$ cat src/ilk_crc_pkg.sv
`default_nettype none

package ilk_crc_pkg;

	////////////////////
	// widths
	////////////////////

	localparam int DATA_W = 64;
	localparam int CRC_W = 24;
	localparam int COVERED_W = 2;

	// the evolution function never has to look further than three words back
	localparam int MAX_ADVANCE = 3;

	typedef logic [CRC_W-1:0] crc24_t;
	typedef logic [DATA_W-1:0] word64_t;
	typedef logic [COVERED_W-1:0] covered_t;

	// count of earlier words folded into a result, it saturates here
	localparam covered_t COVERED_MAX = 2'd2;

	// interlaken crc24, no reflection and no final inversion
	localparam crc24_t CRC24_POLY = 24'h328B63;
	localparam crc24_t CRC24_INIT = 24'hFFFFFF;

	////////////////////
	// stream records
	////////////////////

	typedef struct packed {
		word64_t data;
		logic sop;
		logic eop;
	} ilk_word_s;

	typedef struct packed {
		crc24_t crc;
		logic sop;
		logic eop;
	} raw_crc_s;

	////////////////////
	// crc arithmetic
	////////////////////

	// push a crc through a number of all zero 64 bit words
	// the word count is a constant at every call, so the unused passes fold away
	function automatic crc24_t crc24_advance(crc24_t crc, int unsigned words);
		crc24_t c;
		logic fb;
		c = crc;
		for (int w = 0; w < MAX_ADVANCE; w++) begin
			if (w < words) begin
				for (int b = 0; b < DATA_W; b++) begin
					fb = c[CRC_W-1];
					c = {c[CRC_W-2:0], 1'b0};
					if (fb) begin
						c = c ^ CRC24_POLY;
					end
				end
			end
		end
		return c;
	endfunction

	// crc of a single word starting from zero, msb of the word goes in first
	function automatic crc24_t crc24_raw(word64_t data);
		crc24_t c;
		logic fb;
		c = '0;
		for (int b = DATA_W - 1; b >= 0; b--) begin
			fb = c[CRC_W-1] ^ data[b];
			c = {c[CRC_W-2:0], 1'b0};
			if (fb) begin
				c = c ^ CRC24_POLY;
			end
		end
		return c;
	endfunction

	// the all ones seed seen one, two and three words later
	localparam crc24_t EVO1_INIT = crc24_advance(CRC24_INIT, 1);
	localparam crc24_t EVO2_INIT = crc24_advance(CRC24_INIT, 2);
	localparam crc24_t EVO3_INIT = crc24_advance(CRC24_INIT, 3);

endpackage

`default_nettype wire

$ cat src/crc24_burst_ctrl.sv
`default_nettype none
`timescale 1ns/10ps

// packet bookkeeping around the combiner
// it decides how many earlier words the current one joins, keeps the raw crc
// of the word before and the packet crc from two words back, and carries eop
// along the combiner pipeline to the output handshake
module crc24_burst_ctrl (
	input logic clk,
	input logic arst,
	input logic ena,
	input logic raw_valid,
	input ilk_crc_pkg::raw_crc_s raw,
	output ilk_crc_pkg::crc24_t cur_raw,
	output ilk_crc_pkg::crc24_t prev_raw,
	output ilk_crc_pkg::crc24_t roll_crc,
	output ilk_crc_pkg::covered_t covered,
	output logic comb_valid,
	input ilk_crc_pkg::crc24_t comb_crc,
	output ilk_crc_pkg::crc24_t crc,
	output logic crc_valid
);

	import ilk_crc_pkg::*;

	// covered value given to the last valid word
	covered_t cnt;
	covered_t cov_next;

	// raw crc of the last valid word
	crc24_t prev_q;

	// packet crc one result behind the combiner output
	crc24_t roll_q;

	// valid and eop, delayed to line up with the combiner stages
	logic v_d1;
	logic eop_d1;
	logic eop_d2;

	crc24_t crc_q;

	////////////////////
	// word coverage
	////////////////////

	// sop starts from nothing, after that each word covers one more earlier
	// word until the count sits at two, where the rolling crc takes over
	always_comb begin
		if (raw.sop) begin
			cov_next = '0;
		end else if (cnt == COVERED_MAX) begin
			cov_next = COVERED_MAX;
		end else begin
			cov_next = cnt + 2'd1;
		end
	end

	always_ff @(posedge clk or posedge arst) begin
		if (arst) begin
			cnt <= '0;
		end else if (ena && raw_valid) begin
			cnt <= cov_next;
		end
	end

	////////////////////
	// word history
	////////////////////

	always_ff @(posedge clk) begin
		if (ena && raw_valid) begin
			prev_q <= raw.crc;
		end
	end

	// the combiner writes a new result on every edge where v_d1 is set
	// catching its old value on that same edge leaves roll_q exactly one
	// result behind, i.e. the crc two words before the one now in flight
	always_ff @(posedge clk) begin
		if (ena && v_d1) begin
			roll_q <= comb_crc;
		end
	end

	assign cur_raw = raw.crc;
	assign prev_raw = prev_q;
	assign roll_crc = roll_q;
	assign covered = cov_next;
	assign comb_valid = raw_valid;

	////////////////////
	// eop to output
	////////////////////

	// eop_d1 matches the first combiner register, eop_d2 the result register
	// crc_valid then drops on the first enabled edge, which is the one where
	// crc_ready took the result
	always_ff @(posedge clk or posedge arst) begin
		if (arst) begin
			v_d1 <= 1'b0;
			eop_d1 <= 1'b0;
			eop_d2 <= 1'b0;
			crc_valid <= 1'b0;
		end else if (ena) begin
			v_d1 <= raw_valid;
			eop_d1 <= raw_valid & raw.eop;
			eop_d2 <= eop_d1;
			crc_valid <= eop_d2;
		end
	end

	// finished packet crc, frozen by the enable while the output waits
	always_ff @(posedge clk) begin
		if (ena && eop_d2) begin
			crc_q <= comb_crc;
		end
	end

	assign crc = crc_q;

endmodule

`default_nettype wire

$ cat src/crc24_multi_combine.sv
`default_nettype none
`timescale 1ns/10ps

// folds up to three contributions into the packet crc of word k
//   raw crc of word k
//   raw crc of word k-1 pushed past one zero word
//   either the evolved all ones seed or the packet crc of word k-2 pushed
//   past two zero words
// the result only feeds back through the two word old term, so there is
// never a crc loop closing within one cycle
module crc24_multi_combine (
	input logic clk,
	input logic arst,
	input logic ena,
	input logic valid,
	input ilk_crc_pkg::covered_t covered,
	input ilk_crc_pkg::crc24_t cur_raw,
	input ilk_crc_pkg::crc24_t prev_raw,
	input ilk_crc_pkg::crc24_t roll_crc,
	output ilk_crc_pkg::crc24_t crc_out
);

	import ilk_crc_pkg::*;

	crc24_t prev_evo;
	crc24_t roll_evo;
	logic include_prev;

	// first stage registers
	covered_t last_covered;
	logic last_valid;
	crc24_t cur_q;
	crc24_t prev_q;

	// oldest term, chosen after the first stage
	crc24_t oldest_term;

	////////////////////
	// evolutions
	////////////////////

	assign prev_evo = crc24_advance(prev_raw, 1);
	assign roll_evo = crc24_advance(roll_crc, 2);

	// word k-1 only counts when it belongs to this packet
	assign include_prev = (covered != '0);

	////////////////////
	// first stage
	////////////////////

	always_ff @(posedge clk or posedge arst) begin
		if (arst) begin
			last_covered <= '0;
			last_valid <= 1'b0;
		end else if (ena) begin
			last_covered <= covered;
			last_valid <= valid;
		end
	end

	always_ff @(posedge clk) begin
		if (ena) begin
			cur_q <= cur_raw;
			prev_q <= include_prev ? prev_evo : '0;
		end
	end

	////////////////////
	// oldest term
	////////////////////

	// this path skips the first register, roll_crc is only ready after the
	// previous result has landed, one cycle after the other inputs
	always_comb begin
		case (last_covered)
			2'd0: oldest_term = EVO1_INIT;
			2'd1: oldest_term = EVO2_INIT;
			2'd2: oldest_term = roll_evo;
			// an out of range count takes the seed three words back
			default: oldest_term = EVO3_INIT;
		endcase
	end

	////////////////////
	// result
	////////////////////

	// bubbles leave the running crc alone
	always_ff @(posedge clk or posedge arst) begin
		if (arst) begin
			crc_out <= CRC24_INIT;
		end else if (ena && last_valid) begin
			crc_out <= cur_q ^ prev_q ^ oldest_term;
		end
	end

endmodule

`default_nettype wire

$ cat src/crc24_word_stage.sv
`default_nettype none
`timescale 1ns/10ps

// first pipeline stage
// every accepted word is reduced to its own crc, computed as if the packet
// started at that word with a zero register, so no word depends on another
// and the combiner further down can stitch them together
module crc24_word_stage (
	input logic clk,
	input logic arst,
	input logic ena,
	input logic in_valid,
	input ilk_crc_pkg::ilk_word_s in_word,
	output ilk_crc_pkg::raw_crc_s raw,
	output logic raw_valid
);

	import ilk_crc_pkg::*;

	// high on the edge that actually takes a word
	logic take;

	// raw crc of the word on the input, before the register
	raw_crc_s raw_next;

	assign take = ena & in_valid;

	////////////////////
	// raw crc
	////////////////////

	// the whole 64 bit word is folded in one go from a zero seed
	// sop and eop ride along untouched so later stages know the packet edges
	always_comb begin
		raw_next.crc = crc24_raw(in_word.data);
		raw_next.sop = in_word.sop;
		raw_next.eop = in_word.eop;
	end

	////////////////////
	// registers
	////////////////////

	// the valid bit follows the input on every enabled edge, so an empty
	// input cycle turns into a bubble one stage later
	always_ff @(posedge clk or posedge arst) begin
		if (arst) begin
			raw_valid <= 1'b0;
		end else if (ena) begin
			raw_valid <= in_valid;
		end
	end

	// the crc and flags only load on a real transfer
	// between words they keep the last value and raw_valid marks them stale
	always_ff @(posedge clk) begin
		if (take) begin
			raw <= raw_next;
		end
	end

endmodule

`default_nettype wire

$ cat src/ilk_crc24_engine.sv
`default_nettype none
`timescale 1ns/10ps

// crc24 engine for packets of full 64 bit words
// word stage -> burst control <-> combiner, all moving on one enable
module ilk_crc24_engine (
	input logic clk,
	input logic arst,
	input ilk_crc_pkg::ilk_word_s word,
	input logic word_valid,
	output logic word_ready,
	output ilk_crc_pkg::crc24_t crc,
	output logic crc_valid,
	input logic crc_ready
);

	import ilk_crc_pkg::*;

	// set on the first edge after reset, keeps the pipeline and word_ready
	// quiet while reset is applied
	logic running;
	logic ena;

	raw_crc_s raw;
	logic raw_valid;

	crc24_t cur_raw;
	crc24_t prev_raw;
	crc24_t roll_crc;
	covered_t covered;
	logic comb_valid;
	crc24_t comb_crc;

	////////////////////
	// advance enable
	////////////////////

	always_ff @(posedge clk or posedge arst) begin
		if (arst) begin
			running <= 1'b0;
		end else begin
			running <= 1'b1;
		end
	end

	// a waiting result stops every stage at once, nothing is dropped
	assign ena = running & (~crc_valid | crc_ready);
	assign word_ready = ena;

	////////////////////
	// stages
	////////////////////

	crc24_word_stage u_word_stage (
		.clk(clk),
		.arst(arst),
		.ena(ena),
		.in_valid(word_valid),
		.in_word(word),
		.raw(raw),
		.raw_valid(raw_valid)
	);

	crc24_burst_ctrl u_burst_ctrl (
		.clk(clk),
		.arst(arst),
		.ena(ena),
		.raw_valid(raw_valid),
		.raw(raw),
		.cur_raw(cur_raw),
		.prev_raw(prev_raw),
		.roll_crc(roll_crc),
		.covered(covered),
		.comb_valid(comb_valid),
		.comb_crc(comb_crc),
		.crc(crc),
		.crc_valid(crc_valid)
	);

	crc24_multi_combine u_combine (
		.clk(clk),
		.arst(arst),
		.ena(ena),
		.valid(comb_valid),
		.covered(covered),
		.cur_raw(cur_raw),
		.prev_raw(prev_raw),
		.roll_crc(roll_crc),
		.crc_out(comb_crc)
	);

endmodule

`default_nettype wire

$ cat config.mk
export PLATFORM = sky130hd
export DESIGN_NAME = ilk_crc24_engine
export DESIGN_NICKNAME = d
export VERILOG_FILES = /design/src/ilk_crc_pkg.sv /design/src/crc24_burst_ctrl.sv /design/src/crc24_multi_combine.sv /design/src/crc24_word_stage.sv /design/src/ilk_crc24_engine.sv
export SDC_FILE = /design/constraint.sdc
export NUM_CORES = 1
export LEC_CHECK = 0
export BUFFER_PORTS_ARGS = -buffer_cell sky130_fd_sc_hd__buf_2
export CORE_MARGIN = 5
export CORE_UTILIZATION = 45
export DETAILED_ROUTE_END_ITERATION = 12
export PLACE_DENSITY = 0.57
export SETUP_SLACK_MARGIN = 0.4
export SYNTH_ARGS = -nofsm -noshare
export SYNTH_HDL_FRONTEND = slang
export SYNTH_SLANG_ARGS = --single-unit
export TNS_END_PERCENT = 100
$ cat constraint.sdc
create_clock -name clk -period 17.4 [get_ports clk]
set_clock_uncertainty 0.1 [all_clocks]
set_input_delay 1.74 -clock clk [delete_from_list [all_inputs] [get_ports clk]]
set_output_delay 1.74 -clock clk [all_outputs]
set_load 0.1 [all_outputs]
# After elaboration in Yosys (flattened, before gate mapping)
# Index checks and enable logic that the tools add are counted.
dict set report word_totals {
  inputBits 70
  ff_bits 180
  output_inout_bits 26
  wordCells 613
}
dict set report op_classes {
  mux 259
  n_addsub 1
  bitwise 325
  n_eq_ne 3
  n_reduce_logical 6
}
# op n
set op_table {}
lappend op_table {{$mux W22} 256}
lappend op_table {{$not A11 Y11} 255}
lappend op_table {{$pmux W24 S3} 1}
lappend op_table {{$xor A1 B1 Y1} 61}
lappend op_table {{$xor A24 B24 Y24} 2}
lappend op_table {{$eq A2 B2 Y1 const B} 2}
lappend op_table {{$mux W2} 2}
lappend op_table {{$and A1 B1 Y1} 3}
lappend op_table {{$logic_and A1 B1 Y1} 3}
lappend op_table {{$add A2 B1 Y2 const B} 1}
lappend op_table {{$eq A2 B1 Y1 const B} 1}
lappend op_table {{$logic_not A2 Y1} 1}
lappend op_table {{$reduce_and A2 Y1} 1}
lappend op_table {{$reduce_bool A2 Y1} 1}
lappend op_table {{$xor A1 B1 Y1 const A} 2}
lappend op_table {{$not A1 Y1} 1}
lappend op_table {{$or A1 B1 Y1} 1}

# Longest topological paths before layout
# Gate-level depths: netlist (run 1).
dict set report depth {
  word_depth 258
  ltp_mapped 32
  depth_no_buf 28
}

# Modules after synthesis
# From an unflattened synthesis (run 1), not the netlist that was laid out.
dict set report unflattened {
  hier_cells 2128
  area_unflattened_um2 29671.0
}
# mod n_inst area_each_um2 cells_each
set modules_own_cells {}
lappend modules_own_cells {crc24_multi_combine 1 19065.8 1478}
lappend modules_own_cells {crc24_word_stage 1 7925.1 523}
lappend modules_own_cells {crc24_burst_ctrl 1 2636.3 122}
lappend modules_own_cells {ilk_crc24_engine 1 43.8 5}

# Worst setup path before layout (run 1)
# No wires, ideal clock.
dict set report synth_timing {
  path_type {input port to flip-flop}
  from {input port word[65] (netlist name)}
  to {register u_word_stage.raw[24] (netlist name)}
  n_path_buf 1
  arrival_ns 10.875
  slack_ns 6.160
  required_time_ns 17.036
  cell_stages 29
  setup_time_ns 0.264
  cell_sequence {clkbuf_1 -> xnor3_1 -> xnor3_1 -> xnor2_1 -> xnor3_1 -> xnor2_1 -> xor2_1 -> xnor2_1 -> xor2_1 -> xnor2_1 -> xnor2_1 -> xnor2_1 -> xnor2_1 -> xor2_1 -> xnor2_1 -> xnor2_1 -> xnor2_1 -> xnor2_1 -> xor2_1 -> xnor2_1 -> xnor2_1 -> xnor2_1 -> xor2_1 -> xnor2_1 -> xnor2_1 -> xnor2_1 -> xor2_1 -> xnor2_1 -> xnor2_1}
}
# element line
set synth_lines {}
lappend synth_lines {{from (decl)} ilk_crc24_engine.sv:9} ;# input ilk_crc_pkg::ilk_word_s word,

# Worst setup path in the final report (run 1)
dict set report layout_timing {
  from {register u_burst_ctrl.roll_q[18], in the netlist u_burst_ctrl.roll_crc[18]}
  to {register u_combine.crc_out[2]}
}
dict set report layout_via {
  elab_chain_cells 171
  elab_cells_between_ends 248
  cone_classes {mux (126); bitwise (122)}
}
# element line
set layout_lines {}
lappend layout_lines {{from (decl)} crc24_burst_ctrl.sv:34} ;# crc24_t roll_q;
lappend layout_lines {{from (signal assigned)} crc24_burst_ctrl.sv:82} ;# roll_q <= comb_crc;
lappend layout_lines {{$mux W22 *} ilk_crc_pkg.sv:58} ;# if (fb) begin
lappend layout_lines {{$not A11 Y11 (no line)} n/a}
lappend layout_lines {{$mux W22 *} ilk_crc_pkg.sv:58}
lappend layout_lines {{$not A11 Y11 (no line)} n/a}
lappend layout_lines {{$mux W22 * (2 in a row)} ilk_crc_pkg.sv:58}
lappend layout_lines {{$not A11 Y11 (no line)} n/a}
lappend layout_lines {{$mux W22 (4 in a row)} ilk_crc_pkg.sv:58}
lappend layout_lines {{$not A11 Y11 (no line)} n/a}
lappend layout_lines {{(+149 left out)} n/a}
lappend layout_lines {{$not A11 Y11 (no line)} n/a}
lappend layout_lines {{$mux W22} ilk_crc_pkg.sv:58}
lappend layout_lines {{$not A11 Y11 (no line)} n/a}
lappend layout_lines {{$mux W22 (2 in a row)} ilk_crc_pkg.sv:58}
lappend layout_lines {{$not A11 Y11 (no line)} n/a}
lappend layout_lines {{$mux W22 * (2 in a row)} ilk_crc_pkg.sv:58}
lappend layout_lines {{$pmux W24 S3 *} crc24_multi_combine.sv:76} ;# case (last_covered)
lappend layout_lines {{$xor A24 B24 Y24 *} crc24_multi_combine.sv:94} ;# crc_out <= cur_q ^ prev_q ^ oldest_term;
lappend layout_lines {{to (signal assigned)} crc24_multi_combine.sv:94}
lappend layout_lines {{to (decl)} crc24_multi_combine.sv:20} ;# output ilk_crc_pkg::crc24_t crc_out
# Every way passes the cells marked *; elsewhere a longest branch is shown, timed or not.
# A chain may end at the register's enable or synchronous reset.

==> results of run 1 <==
-- cells by family after synthesis --
family	after synthesis	share of synthesized area
buffers and inverters	50	0.00805
AND/OR/NAND/NOR	77	0.0117
other	1	0.000139
AO/OA/AOI/OAI	49	0.00934
flip-flops	180	0.195
adder cells (fa/ha/maj)	1	0.000462
XOR/XNOR	1768	0.776
-- layout by cell type, fill, tap and decap left out, types with 8 or more instances in the layout --
cell	count
inv_1	8
buf_2	95
nor2_1	21
clkbuf_16	17
edfxtp_1	146
dfstp_2	24
xnor2_1	1033
buf_4	8
nand2_1	44
xnor3_2	23
dfrtp_1	10
xor2_2	10
xnor3_1	284
xnor2_2	30
o21ai_1	18
a21oi_1	11
o21ai_0	17
xor3_1	44
xor2_1	328
-- stage by stage --
step	hold slack [ns]	worst slack, ns	area, um2
detailed placement	0.343	3.81	28400
floorplan	0.321	6.16	27100
global route	0.377	3.50	29000
finish	0.373	4.30	29000
CTS	0.369	4.25	29000
global placement	0.349	3.84	28400
-- registers in the layout, indices dropped and copies added (netlist names) --
name / flops
u_combine.cur_q: 24
u_combine.last_covered: 2
u_word_stage.raw_valid: 1
u_burst_ctrl.eop_d1: 1
u_combine.crc_out: 24
u_burst_ctrl.v_d1: 1
u_word_stage.raw: 26
u_burst_ctrl.cnt: 2
running: 1
u_combine.prev_q: 24
u_burst_ctrl.prev_raw: 24
u_burst_ctrl.eop_d2: 1
u_burst_ctrl.roll_crc: 24
u_burst_ctrl.crc: 24
u_burst_ctrl.crc_valid: 1
-- path summary, 6_finish.rpt --
check                                               startpoint                            endpoint  slack, ns  depth (start not counted)
max                        u_burst_ctrl.roll_crc[18]$_DFFE_PP_    u_combine.crc_out[2]$_DFFE_PP1P_       4.30                         28
min                              u_word_stage.raw[7]$_DFFE_PP_        u_combine.cur_q[5]$_DFFE_PP_       0.37                          0
max reg2reg                u_burst_ctrl.roll_crc[18]$_DFFE_PP_    u_combine.crc_out[2]$_DFFE_PP1P_       4.30                         28
min reg2reg                      u_word_stage.raw[7]$_DFFE_PP_        u_combine.cur_q[5]$_DFFE_PP_       0.37                          0
max in group asynchronous                                 arst   u_combine.crc_out[14]$_DFFE_PP1P_      15.53                          3
min in group asynchronous                                 arst  u_burst_ctrl.crc_valid$_DFFE_PP0P_       1.30                          3
-- per-layer routing --
metal	vias up	GRT usage	share of wire
li1	7088	-	-
met1	7134	0.265	0.44
met2	263	0.364	0.51
met3	67	0.0211	0.029
met4	0	0.0452	0.022
met5	-	0	0
-- layout make-up --
class	instances	share of cell area
multi-input combinational	1896	0.745
sequential	180	0.182
tap	773	0.0334
timing repair buffer	103	0.0185
clock buffer	17	0.0147
clock inverter	15	0.00562
inverter	9	0.00117
-- worst max-delay path: cells and delay by family (launching register included) --
kind | cells | cell delay [ns]
xor+xnor | 26 | 12.07
flops | 1 | 0.56
compound gates | 2 | 0.28
==> results.md, run 1 <==
* Status: finished clean
* Pin count of the biggest net entering global routing at 50
* Cell area after synthesis at 27100 um2
* Clk buf depth at 2
* Number of global-route vias before repair at 16100
* N_diodes at 0
* Post-Syn Area per Cell at 12.7 um2
* CP Capture Type: flip-flop
* NumNets Final at 2278
* Synth-to-layout area growth at 7.05%
* Initial antenna violation count at 1
* Hold WC Path Type: flip-flop to flip-flop
* Worst-skew pair later-pin latency at 0.43 ns
* # Post-CTS Setup Buffers at 0
* Largest cells by area after synthesis: xnor2_1 33%, xnor3_1 24%, edfxtp_1 16%, xor2_1 11%, xor3_1 3.9%
* H-tree Lvls at 4
* Setup-failing EPs final at 0
* Total GRT Usage at 0.202
* #FFs+latches synth at 180
* Cell taking the most area after synthesis: xnor2_1
* Top cells by count, synth: 1033 x xnor2_1, 328 x xor2_1, 284 x xnor3_1
* Synth Warn # at 0
* Die Wd at 255 um
* Final Hold Violating Endpoints at 0
* Top cell type's share of synthesized area at 0.334
* Clock sink total at 180
* Main synth FF type: edfxtp_1
* Final Wtd Congestion at 0.896
* CP max stage delay at 0.68 ns
* Req. time, crit path at 17.65 ns
* Relative slew slack at 0.225
* Dpl hpwl at 55.6 mm
* Post-synth EDFFs at 146
* Kind of critical path: flip-flop to flip-flop
* Clock transition at path regs at 0.07 ns
* Final period util at 0.753
* Number of max-cap violations at 0
* Clk root buf: clkbuf_16
* Hold Buf Count CTS at 0
* Die area at 65100 um2
* Global route overflow at 0
* I/O Buffers at 95
* CP dominant cell by count: xnor3_1
* Num rows at 89
* First DRT Iteration DRCs at 636
* Via density at 4.86
* Vias after detailed routing at 14600
* Drt first pass iters at 4
* Final core utilization at 0.489
* Ys async rst share at 0.189
* DIE HEIGHT at 255 um
* Core area at 59200 um2
* First-pass GRT wire length at 100 mm
* Yosys cell types at 31
* Post-Route WL at 65.3 mm
* Syn Inst Count at 2126
* RSZ-0062 raised after global routing: no
* Synthesized Nets at 2197
* Top-count cell post-synth: xnor2_1
* Layout cells sized above 1 at 0.108
* Sequential cell area fraction in the yosys report at 0.195
* Crit-path slowest cell: xnor3_1
* Crit Path Max Fanout at 8
* I/O pin cnt at 96
* Crit path arrival time at 13.35 ns
* ANT nets after route at 0
* Routed WL per cell at 21.8 um
* CTS tree: built
* Area of the multi-input gates at 21600 um2
* Critical Path Source Type: flip-flop
* Slew at the pin with the worst max-slew slack at 1.16 ns
* Fin Setup TNS at 0 ns
* # fillers at 5362
* Min cycle time layout at 13.10 ns
* Max Slew Vio Count at 0
* Number of CTS-inserted buffers at 17
* Fmax at 76.3 MHz
* Placed Instances at 2961
* # DRC at 0
* Register Area at 5270 um2
* Post-route insts no fill at 2993
* Initial cell density of the core at 0.457
* Cts repair resizes at 0
Power of run 1 is left out: the tool's default activity adds up to more than one toggle a clock period on the data nets, which glitch-free logic cannot reach.
==> run 2, diff against run 1 <==
- ABC_AREA: not set -> 1
- PLACE_DENSITY: 0.57 -> 0.59
- clock period: 17.4 -> 11 ns (I/O delays scaled with it)
==> results.md, run 2 <==
* Pre-CTS WS at -1.69 ns (-5.50 ns)
* Gr busiest metal: met2
* Largest register FFs at 26 (unchanged)
* CTS tree: built
* Final period util at 1.09 (+0.333)
* Kind of critical path: flip-flop to flip-flop
* Number of CTS-inserted buffers at 17 (unchanged)
* Syn Inst Count at 5034 (+140%)
* GR Layer Usage met3 at 0.0154 (-0.00570)
* Setup crit end: u_combine.crc_out[1]$_DFFE_PP1P_
* Synthesized Nets at 5105 (+130%)
* Synth-to-layout area growth at 61.4%
* Leading cell type in the layout, fill and taps excluded: nand2_1
* Initial antenna violation count at 0 (-1)
* Min cycle time layout at 11.95 ns (-1.15 ns)
* # DRC at 0 (unchanged)
* Reg2reg setup slack at -0.95 ns (-5.25 ns)
* Max Slew Vio Count at 0 (unchanged)
* Post-Syn Area per Cell at 6.34 um2 (-50%)
* Ys async rst share at 0.189 (unchanged)
* Reg2Reg Launch Point: u_burst_ctrl.roll_crc[22]$_DFFE_PP_
* FF-to-FF End: u_combine.crc_out[1]$_DFFE_PP1P_
* Drt first pass iters at 6 (+2)
* Global route overflow at 0 (unchanged)
* Largest cells by area after synthesis: nand2_1 27%, xor2_1 19%, edfxtp_1 14%, nand3_1 12%, xnor2_1 8.3%
* Initial cell density of the core at 0.454 (-0.00229)
* Crit-path slowest cell: edfxtp_1
* Routed WL per cell at 16.0 um (-27%)
* Clk buf depth at 2 (unchanged)
* RSZ-0062 raised after global routing: yes
* Layout cells sized above 1 at 0.474 (+0.366)
* Main synth FF type: edfxtp_1
* Hold Slack at 0.348 ns (-0.0246 ns)
* Crit Path Max Fanout at 7 (-1)
* NumNets Final at 6412 (+180%)
* Die area at 76400 um2 (+17%)
* Final worst setup slack at -0.951 ns (-5.25 ns)
* Relative slew slack at 0.247 (+0.0226)
* CP Capture Type: flip-flop
* Synth Warn # at 0 (unchanged)
* Fin Setup TNS at -20.67 ns (-20.67 ns)
* H-tree Lvls at 4 (unchanged)
* Top cells by count, synth: 2285 x nand2_1, 755 x nand3_1, 690 x xor2_1
* N_diodes at 0 (unchanged)
* Num rows at 97 (+9.0%)
* First DRT Iteration DRCs at 2323 (+270%)
* Setup-failing EPs final at 24 (+24)
* Slew at the pin with the worst max-slew slack at 1.13 ns (-0.0351 ns)
* Failing checks: negative setup slack
* GRT met1 Usage at 0.341 (+0.0759)
* Number of max-cap violations at 0 (unchanged)
* Die Wd at 276 um (+8.3%)
* Cell area after synthesis at 31900 um2 (+18%)
* I/O Buffers at 95 (unchanged)
* Post-Route WL at 116 mm (+78%)
* Sequential cell area fraction in the yosys report at 0.165 (-0.0297)
* #FFs+latches synth at 180 (unchanged)
* Cell taking the most area after synthesis: nand2_1
* ANT nets after route at 0 (unchanged)
* Core area at 70300 um2 (+19%)
* Clock transition at path regs at 0.07 ns (about the same)
* Final Hold Violating Endpoints at 0 (unchanged)
* Clock sink total at 180 (unchanged)
* Post-synth EDFFs at 146 (unchanged)
* Req. time, crit path at 11.27 ns (-6.38 ns)
* Crit path arrival time at 12.22 ns (-1.13 ns)
* Hold WC Path Type: flip-flop to flip-flop
* CP dominant cell by count: nand2_4
* Pin count of the biggest net entering global routing at 51 (+2.0%)
* Vias after detailed routing at 37100 (+160%)
* Most flop-heavy register: u_word_stage.raw
* Commonest non-fill, non-tap cells in the layout: 1408 x nand2_1, 1124 x buf_4, 628 x nand2_2, 617 x xor2_1, 427 x nand3_1
* DIE HEIGHT at 276 um (+8.3%)
* Worst-skew pair later-pin latency at 0.43 ns (about the same)
* Critical Path Source Type: flip-flop
* Final core utilization at 0.734 (+0.245)
* Top-count cell post-synth: nand2_1
* Top cell type's share of synthesized area at 0.269 (-0.0658)
* Clk root buf: clkbuf_16
* Yosys cell types at 44 (+42%)
* Grt met2 use at 0.502 (+0.138)
* CP max stage delay at 0.52 ns (-0.16 ns)
* Final Wtd Congestion at 0.952 (+6.2%)
* Via density at 5.09 (+4.7%)
* # fillers at 5416 (+1.0%)
* First-pass GRT wire length at 176 mm (+76%)
* Total GRT Usage at 0.273 (+0.0712)
* Number of global-route vias before repair at 35200 (+120%)
* Status: finished, violations left
* Dpl hpwl at 87.2 mm (+57%)
* Worst-case reg-to-reg path depth at 106 (+280%)
* I/O pin cnt at 96 (unchanged)
* Fmax at 83.7 MHz (+9.7%)
* CP startpoint: u_burst_ctrl.roll_crc[22]$_DFFE_PP_
[run 2: cell count changes in the layout (fill, tap and decap cells not counted), moves of 318 or more]
cell | before | now
nand2_1 | 44 | 1408
buf_4 | 8 | 1124
xnor2_1 | 1033 | 264
nand2_2 | 0 | 628
nand3_1 | 1 | 427
nand2_4 | 0 | 328
inv_1 | 8 | 326
[run 2: logic make-up after synthesis]
| family | count (synthesis) | synth area share |
|---|---|---|
| and+or+nand+nor | 3266 | 0.434 |
| DFF | 180 | 0.165 |
| buffers and inverters | 443 | 0.0542 |
| adders and majority gates | 1 | 0.000392 |
| xor gates and xnor gates | 1077 | 0.336 |
| AOI/OAI and AO/OA | 66 | 0.0107 |
| other | 1 | 0.000117 |
[run 2: cell type report]
cell class | count | area (um2) | area share
Sequential cell | 180 | 5270 | 0.102
Timing Repair Buffer | 1307 | 10100 | 0.196
Inverter | 422 | 1640 | 0.0318
Tap cell | 940 | 1180 | 0.0228
Multi-Input combinational cell | 4412 | 32800 | 0.636
Clock buffer | 18 | 429 | 0.00832
Clock inverter | 14 | 155 | 0.00301
Timing Repair inverter | 1 | 5.00 | 0.0000971
[run 2: worst min path at each step]
| stage | startpoint | end | slack (ns) | cells after the start |
|---|---|---|---|---|
| final | u_word_stage.raw[14]$_DFFE_PP_ | u_burst_ctrl.prev_raw[12]$_DFFE_PP_ | 0.35 | 0 |
| after global placement | u_word_stage.raw[14]$_DFFE_PP_ | u_burst_ctrl.prev_raw[12]$_DFFE_PP_ | 0.33 | 0 |
| after detailed placement | u_word_stage.raw[14]$_DFFE_PP_ | u_burst_ctrl.prev_raw[12]$_DFFE_PP_ | 0.33 | 0 |
| after floorplan | u_word_stage.raw[2]$_SDFFCE_PP0P_ | u_burst_ctrl.prev_raw[0]$_DFFE_PP_ | 0.32 | 0 |
| after CTS | u_word_stage.raw[14]$_DFFE_PP_ | u_burst_ctrl.prev_raw[12]$_DFFE_PP_ | 0.35 | 0 |
| after global routing | u_word_stage.raw[14]$_DFFE_PP_ | u_burst_ctrl.prev_raw[12]$_DFFE_PP_ | 0.36 | 0 |
[run 2: timing repair]
item | CTS | global route
endpoints found under the setup margin | 55 | 70
resized for setup | 1032 | 649
buffers inserted | 171 | 94
hold buffers | 0 | 0
cloned | 1 | 1
pin swaps | 392 | 370
[run 2: critical path: cells and delay by family, from the launching register on]
| kind | cells | cell delay, ns |
|---|---|---|
| xor gates and xnor gates | 3 | 0.70 |
| DFF | 1 | 0.52 |
| buffers and inverters | 24 | 2.80 |
| AOI/OAI and AO/OA | 1 | 0.19 |
| and+or+nand+nor | 78 | 7.56 |
[run 2: stage by stage]
step	instances	area, um2
2_1_floorplan	5034	33400
3_3_place_gp	6995	42200
3_5_place_dp	6995	42200
4_1_cts	7199	48100
5_1_grt	7294	51600
6_report	7294	51600
[run 2: routing by layer]
| metal | vias to the layer above | part of all wire |
|---|---|---|
| met5 | - | 0 |
| met4 | 0 | 0.048 |
| met3 | 331 | 0.034 |
| met2 | 1115 | 0.51 |
| met1 | 17300 | 0.41 |
| li1 | 18400 | - |
Power of run 2 is left out for the same reason.
==> run 3, diff against run 2 <==
- CORE_MARGIN: 5 -> not set
- CORE_UTILIZATION: 45 -> 37
- PLACE_DENSITY: 0.59 -> 0.5
- SKIP_LAST_GASP: not set -> 1
==> results.md, run 3 (synthesis results as in run 2) <==
* Final period util at 1.08 (-0.00237)
* Routed WL per cell at 15.8 um (-0.85%)
* Min cycle time layout at 11.92 ns (-0.0260 ns)
* Number of CTS-inserted buffers at 17 (unchanged)
* Cell family with most CP delay: simple AND/OR/NAND/NOR gates
* Dpl hpwl at 92.7 mm (+6.2%)
* Largest register FFs at 26 (unchanged)
* Num rows at 107 (+10%)
* Commonest non-fill, non-tap cells in the layout: 1259 x buf_4, 1235 x nand2_1, 655 x nand2_2, 593 x xor2_1, 415 x nand2_4
* # DRC at 0 (unchanged)
* ANT nets after route at 0 (unchanged)
* I/O pin cnt at 96 (unchanged)
* Via density at 4.84 (-5.0%)
* Die area at 87500 um2 (+15%)
* First DRT Iteration DRCs at 1590 (-32%)
* Most flop-heavy register: u_word_stage.raw
* Die Wd at 296 um (+7.0%)
* Relative slew slack at 0.244 (-0.00368)
* Synth-to-layout area growth at 77.7%
* Initial antenna violation count at 2 (+2)
* Final worst setup slack at -0.925 ns (+0.0260 ns)
* Critical Path Source Type: flip-flop
* Layout cells sized above 1 at 0.536 (+0.0617)
* Pre-CTS WS at -1.94 ns (-0.256 ns)
* Global route overflow at 0 (unchanged)
* Crit Path Max Fanout at 6 (-1)
* Status: finished, violations left
* Placed Instances at 7289 (+4.2%)
* Pin count of the biggest net entering global routing at 53 (+3.9%)
* CP dominant cell by count: nand2_4
* Number of global-route vias before repair at 35100 (-0.46%)
* Worst-skew pair later-pin latency at 0.44 ns (about the same)
* Vias after detailed routing at 37300 (+0.51%)
* DIE HEIGHT at 296 um (+7.0%)
* Final Wtd Congestion at 0.947 (-0.48%)
* Req. time, crit path at 11.27 ns (about the same)
* NumNets Final at 6627 (+3.4%)
* Max Slew Vio Count at 0 (unchanged)
* Post-route insts no fill at 7715 (+5.8%)
* Final Hold Violating Endpoints at 0 (unchanged)
* Setup-failing EPs final at 24 (unchanged)
* Initial cell density of the core at 0.374 (-0.0800)
* Hold Buf Count CTS at 0 (unchanged)
* Kind of critical path: flip-flop to flip-flop
* Drt first pass iters at 8 (+2)
* Total GRT Usage at 0.258 (-0.0157)
* Failing checks: negative setup slack
* Clock transition at path regs at 0.07 ns (about the same)
* Number of max-cap violations at 0 (unchanged)
* CTS tree: built
* Crit-path slowest cell: edfxtp_1
* Slew at the pin with the worst max-slew slack at 1.13 ns (+0.00552 ns)
* Leading cell type in the layout, fill and taps excluded: buf_4
* H-tree Lvls at 4 (unchanged)
* Clk root buf: clkbuf_16
* Crit path arrival time at 12.19 ns (-0.03 ns)
* Clock sink total at 180 (unchanged)
* Core area at 85300 um2 (+21%)
* RSZ-0062 raised after global routing: yes
* First-pass GRT wire length at 181 mm (+3.3%)
* Clk buf depth at 2 (unchanged)
* Fmax at 83.9 MHz (+0.22%)
* CP Capture Type: flip-flop
* I/O Buffers at 95 (unchanged)
* Hold WC Path Type: flip-flop to flip-flop
* Post-Route WL at 122 mm (+4.9%)
* Crit path buffers/inverters at 21 (-13%)
* CP max stage delay at 0.42 ns (-0.10 ns)
-- run 3: worst paths after layout --
path	start	to	slack [ns]	cells past startpoint
min reg2reg	u_word_stage.raw[21]$_DFFE_PP_	u_combine.cur_q[19]$_DFFE_PP_	0.34	0
max	u_burst_ctrl.roll_crc[22]$_DFFE_PP_	u_combine.crc_out[5]$_DFFE_PP1P_	-0.92	99
min in group asynchronous	arst	u_burst_ctrl.crc_valid$_DFFE_PP0P_	0.66	3
max in group asynchronous	arst	u_combine.crc_out[11]$_DFFE_PP1P_	9.76	3
max reg2reg	u_burst_ctrl.roll_crc[22]$_DFFE_PP_	u_combine.crc_out[5]$_DFFE_PP1P_	-0.92	99
min	u_word_stage.raw[21]$_DFFE_PP_	u_combine.cur_q[19]$_DFFE_PP_	0.34	0
-- run 3: through the flow --
step | area, um2 | utilization | hold slack, ns | setup TNS, ns
2_1_floorplan | 33400 | - | 0.321 | -19.13
3_3_place_gp | 43200 | 0.506 | 0.342 | -44.26
3_5_place_dp | 43200 | 0.506 | 0.333 | -45.67
4_1_cts | 50900 | 0.597 | 0.347 | -5.15
5_1_grt | 56700 | 0.665 | 0.365 | -38.41
6_report | 56700 | 0.665 | 0.343 | -19.54
-- run 3: worst reg2reg max path, delay by kind of cell, from the launching register on --
family | cells | cell delay (ns)
buf+inv | 21 | 2.53
flops | 1 | 0.42
xor+xnor | 2 | 0.50
simple gates | 76 | 8.30
-- run 3: timing repair --
action / 4_1_cts / 5_1_grt
cloned: 1 / 0
pin swaps: 432 / 471
resized for setup: 1398 / 951
setup buffers: 205 / 186
setup endpoints to repair: 55 / 71
-- run 3: final cells by class --
| type | count | area (um2) |
|---|---|---|
| clock buffer | 20 | 447 |
| clock inverter | 12 | 97.6 |
| inverter | 422 | 1700 |
| antenna | 2 | 5.00 |
| multi-input combinational | 4411 | 35600 |
| fill | 7128 | 28500 |
| sequential | 180 | 5270 |
| tap | 1144 | 1430 |
| timing repair buffer | 1524 | 12200 |
-- run 3: metal layers --
layer  part of all wire  routed length, um  global-route usage
met1               0.42              51600               0.327
met2               0.52              63400               0.470
met3              0.024               2900              0.0115
met4              0.034               4200              0.0746
met5                  0                  0                   0
Power of run 3 is left out for the same reason.
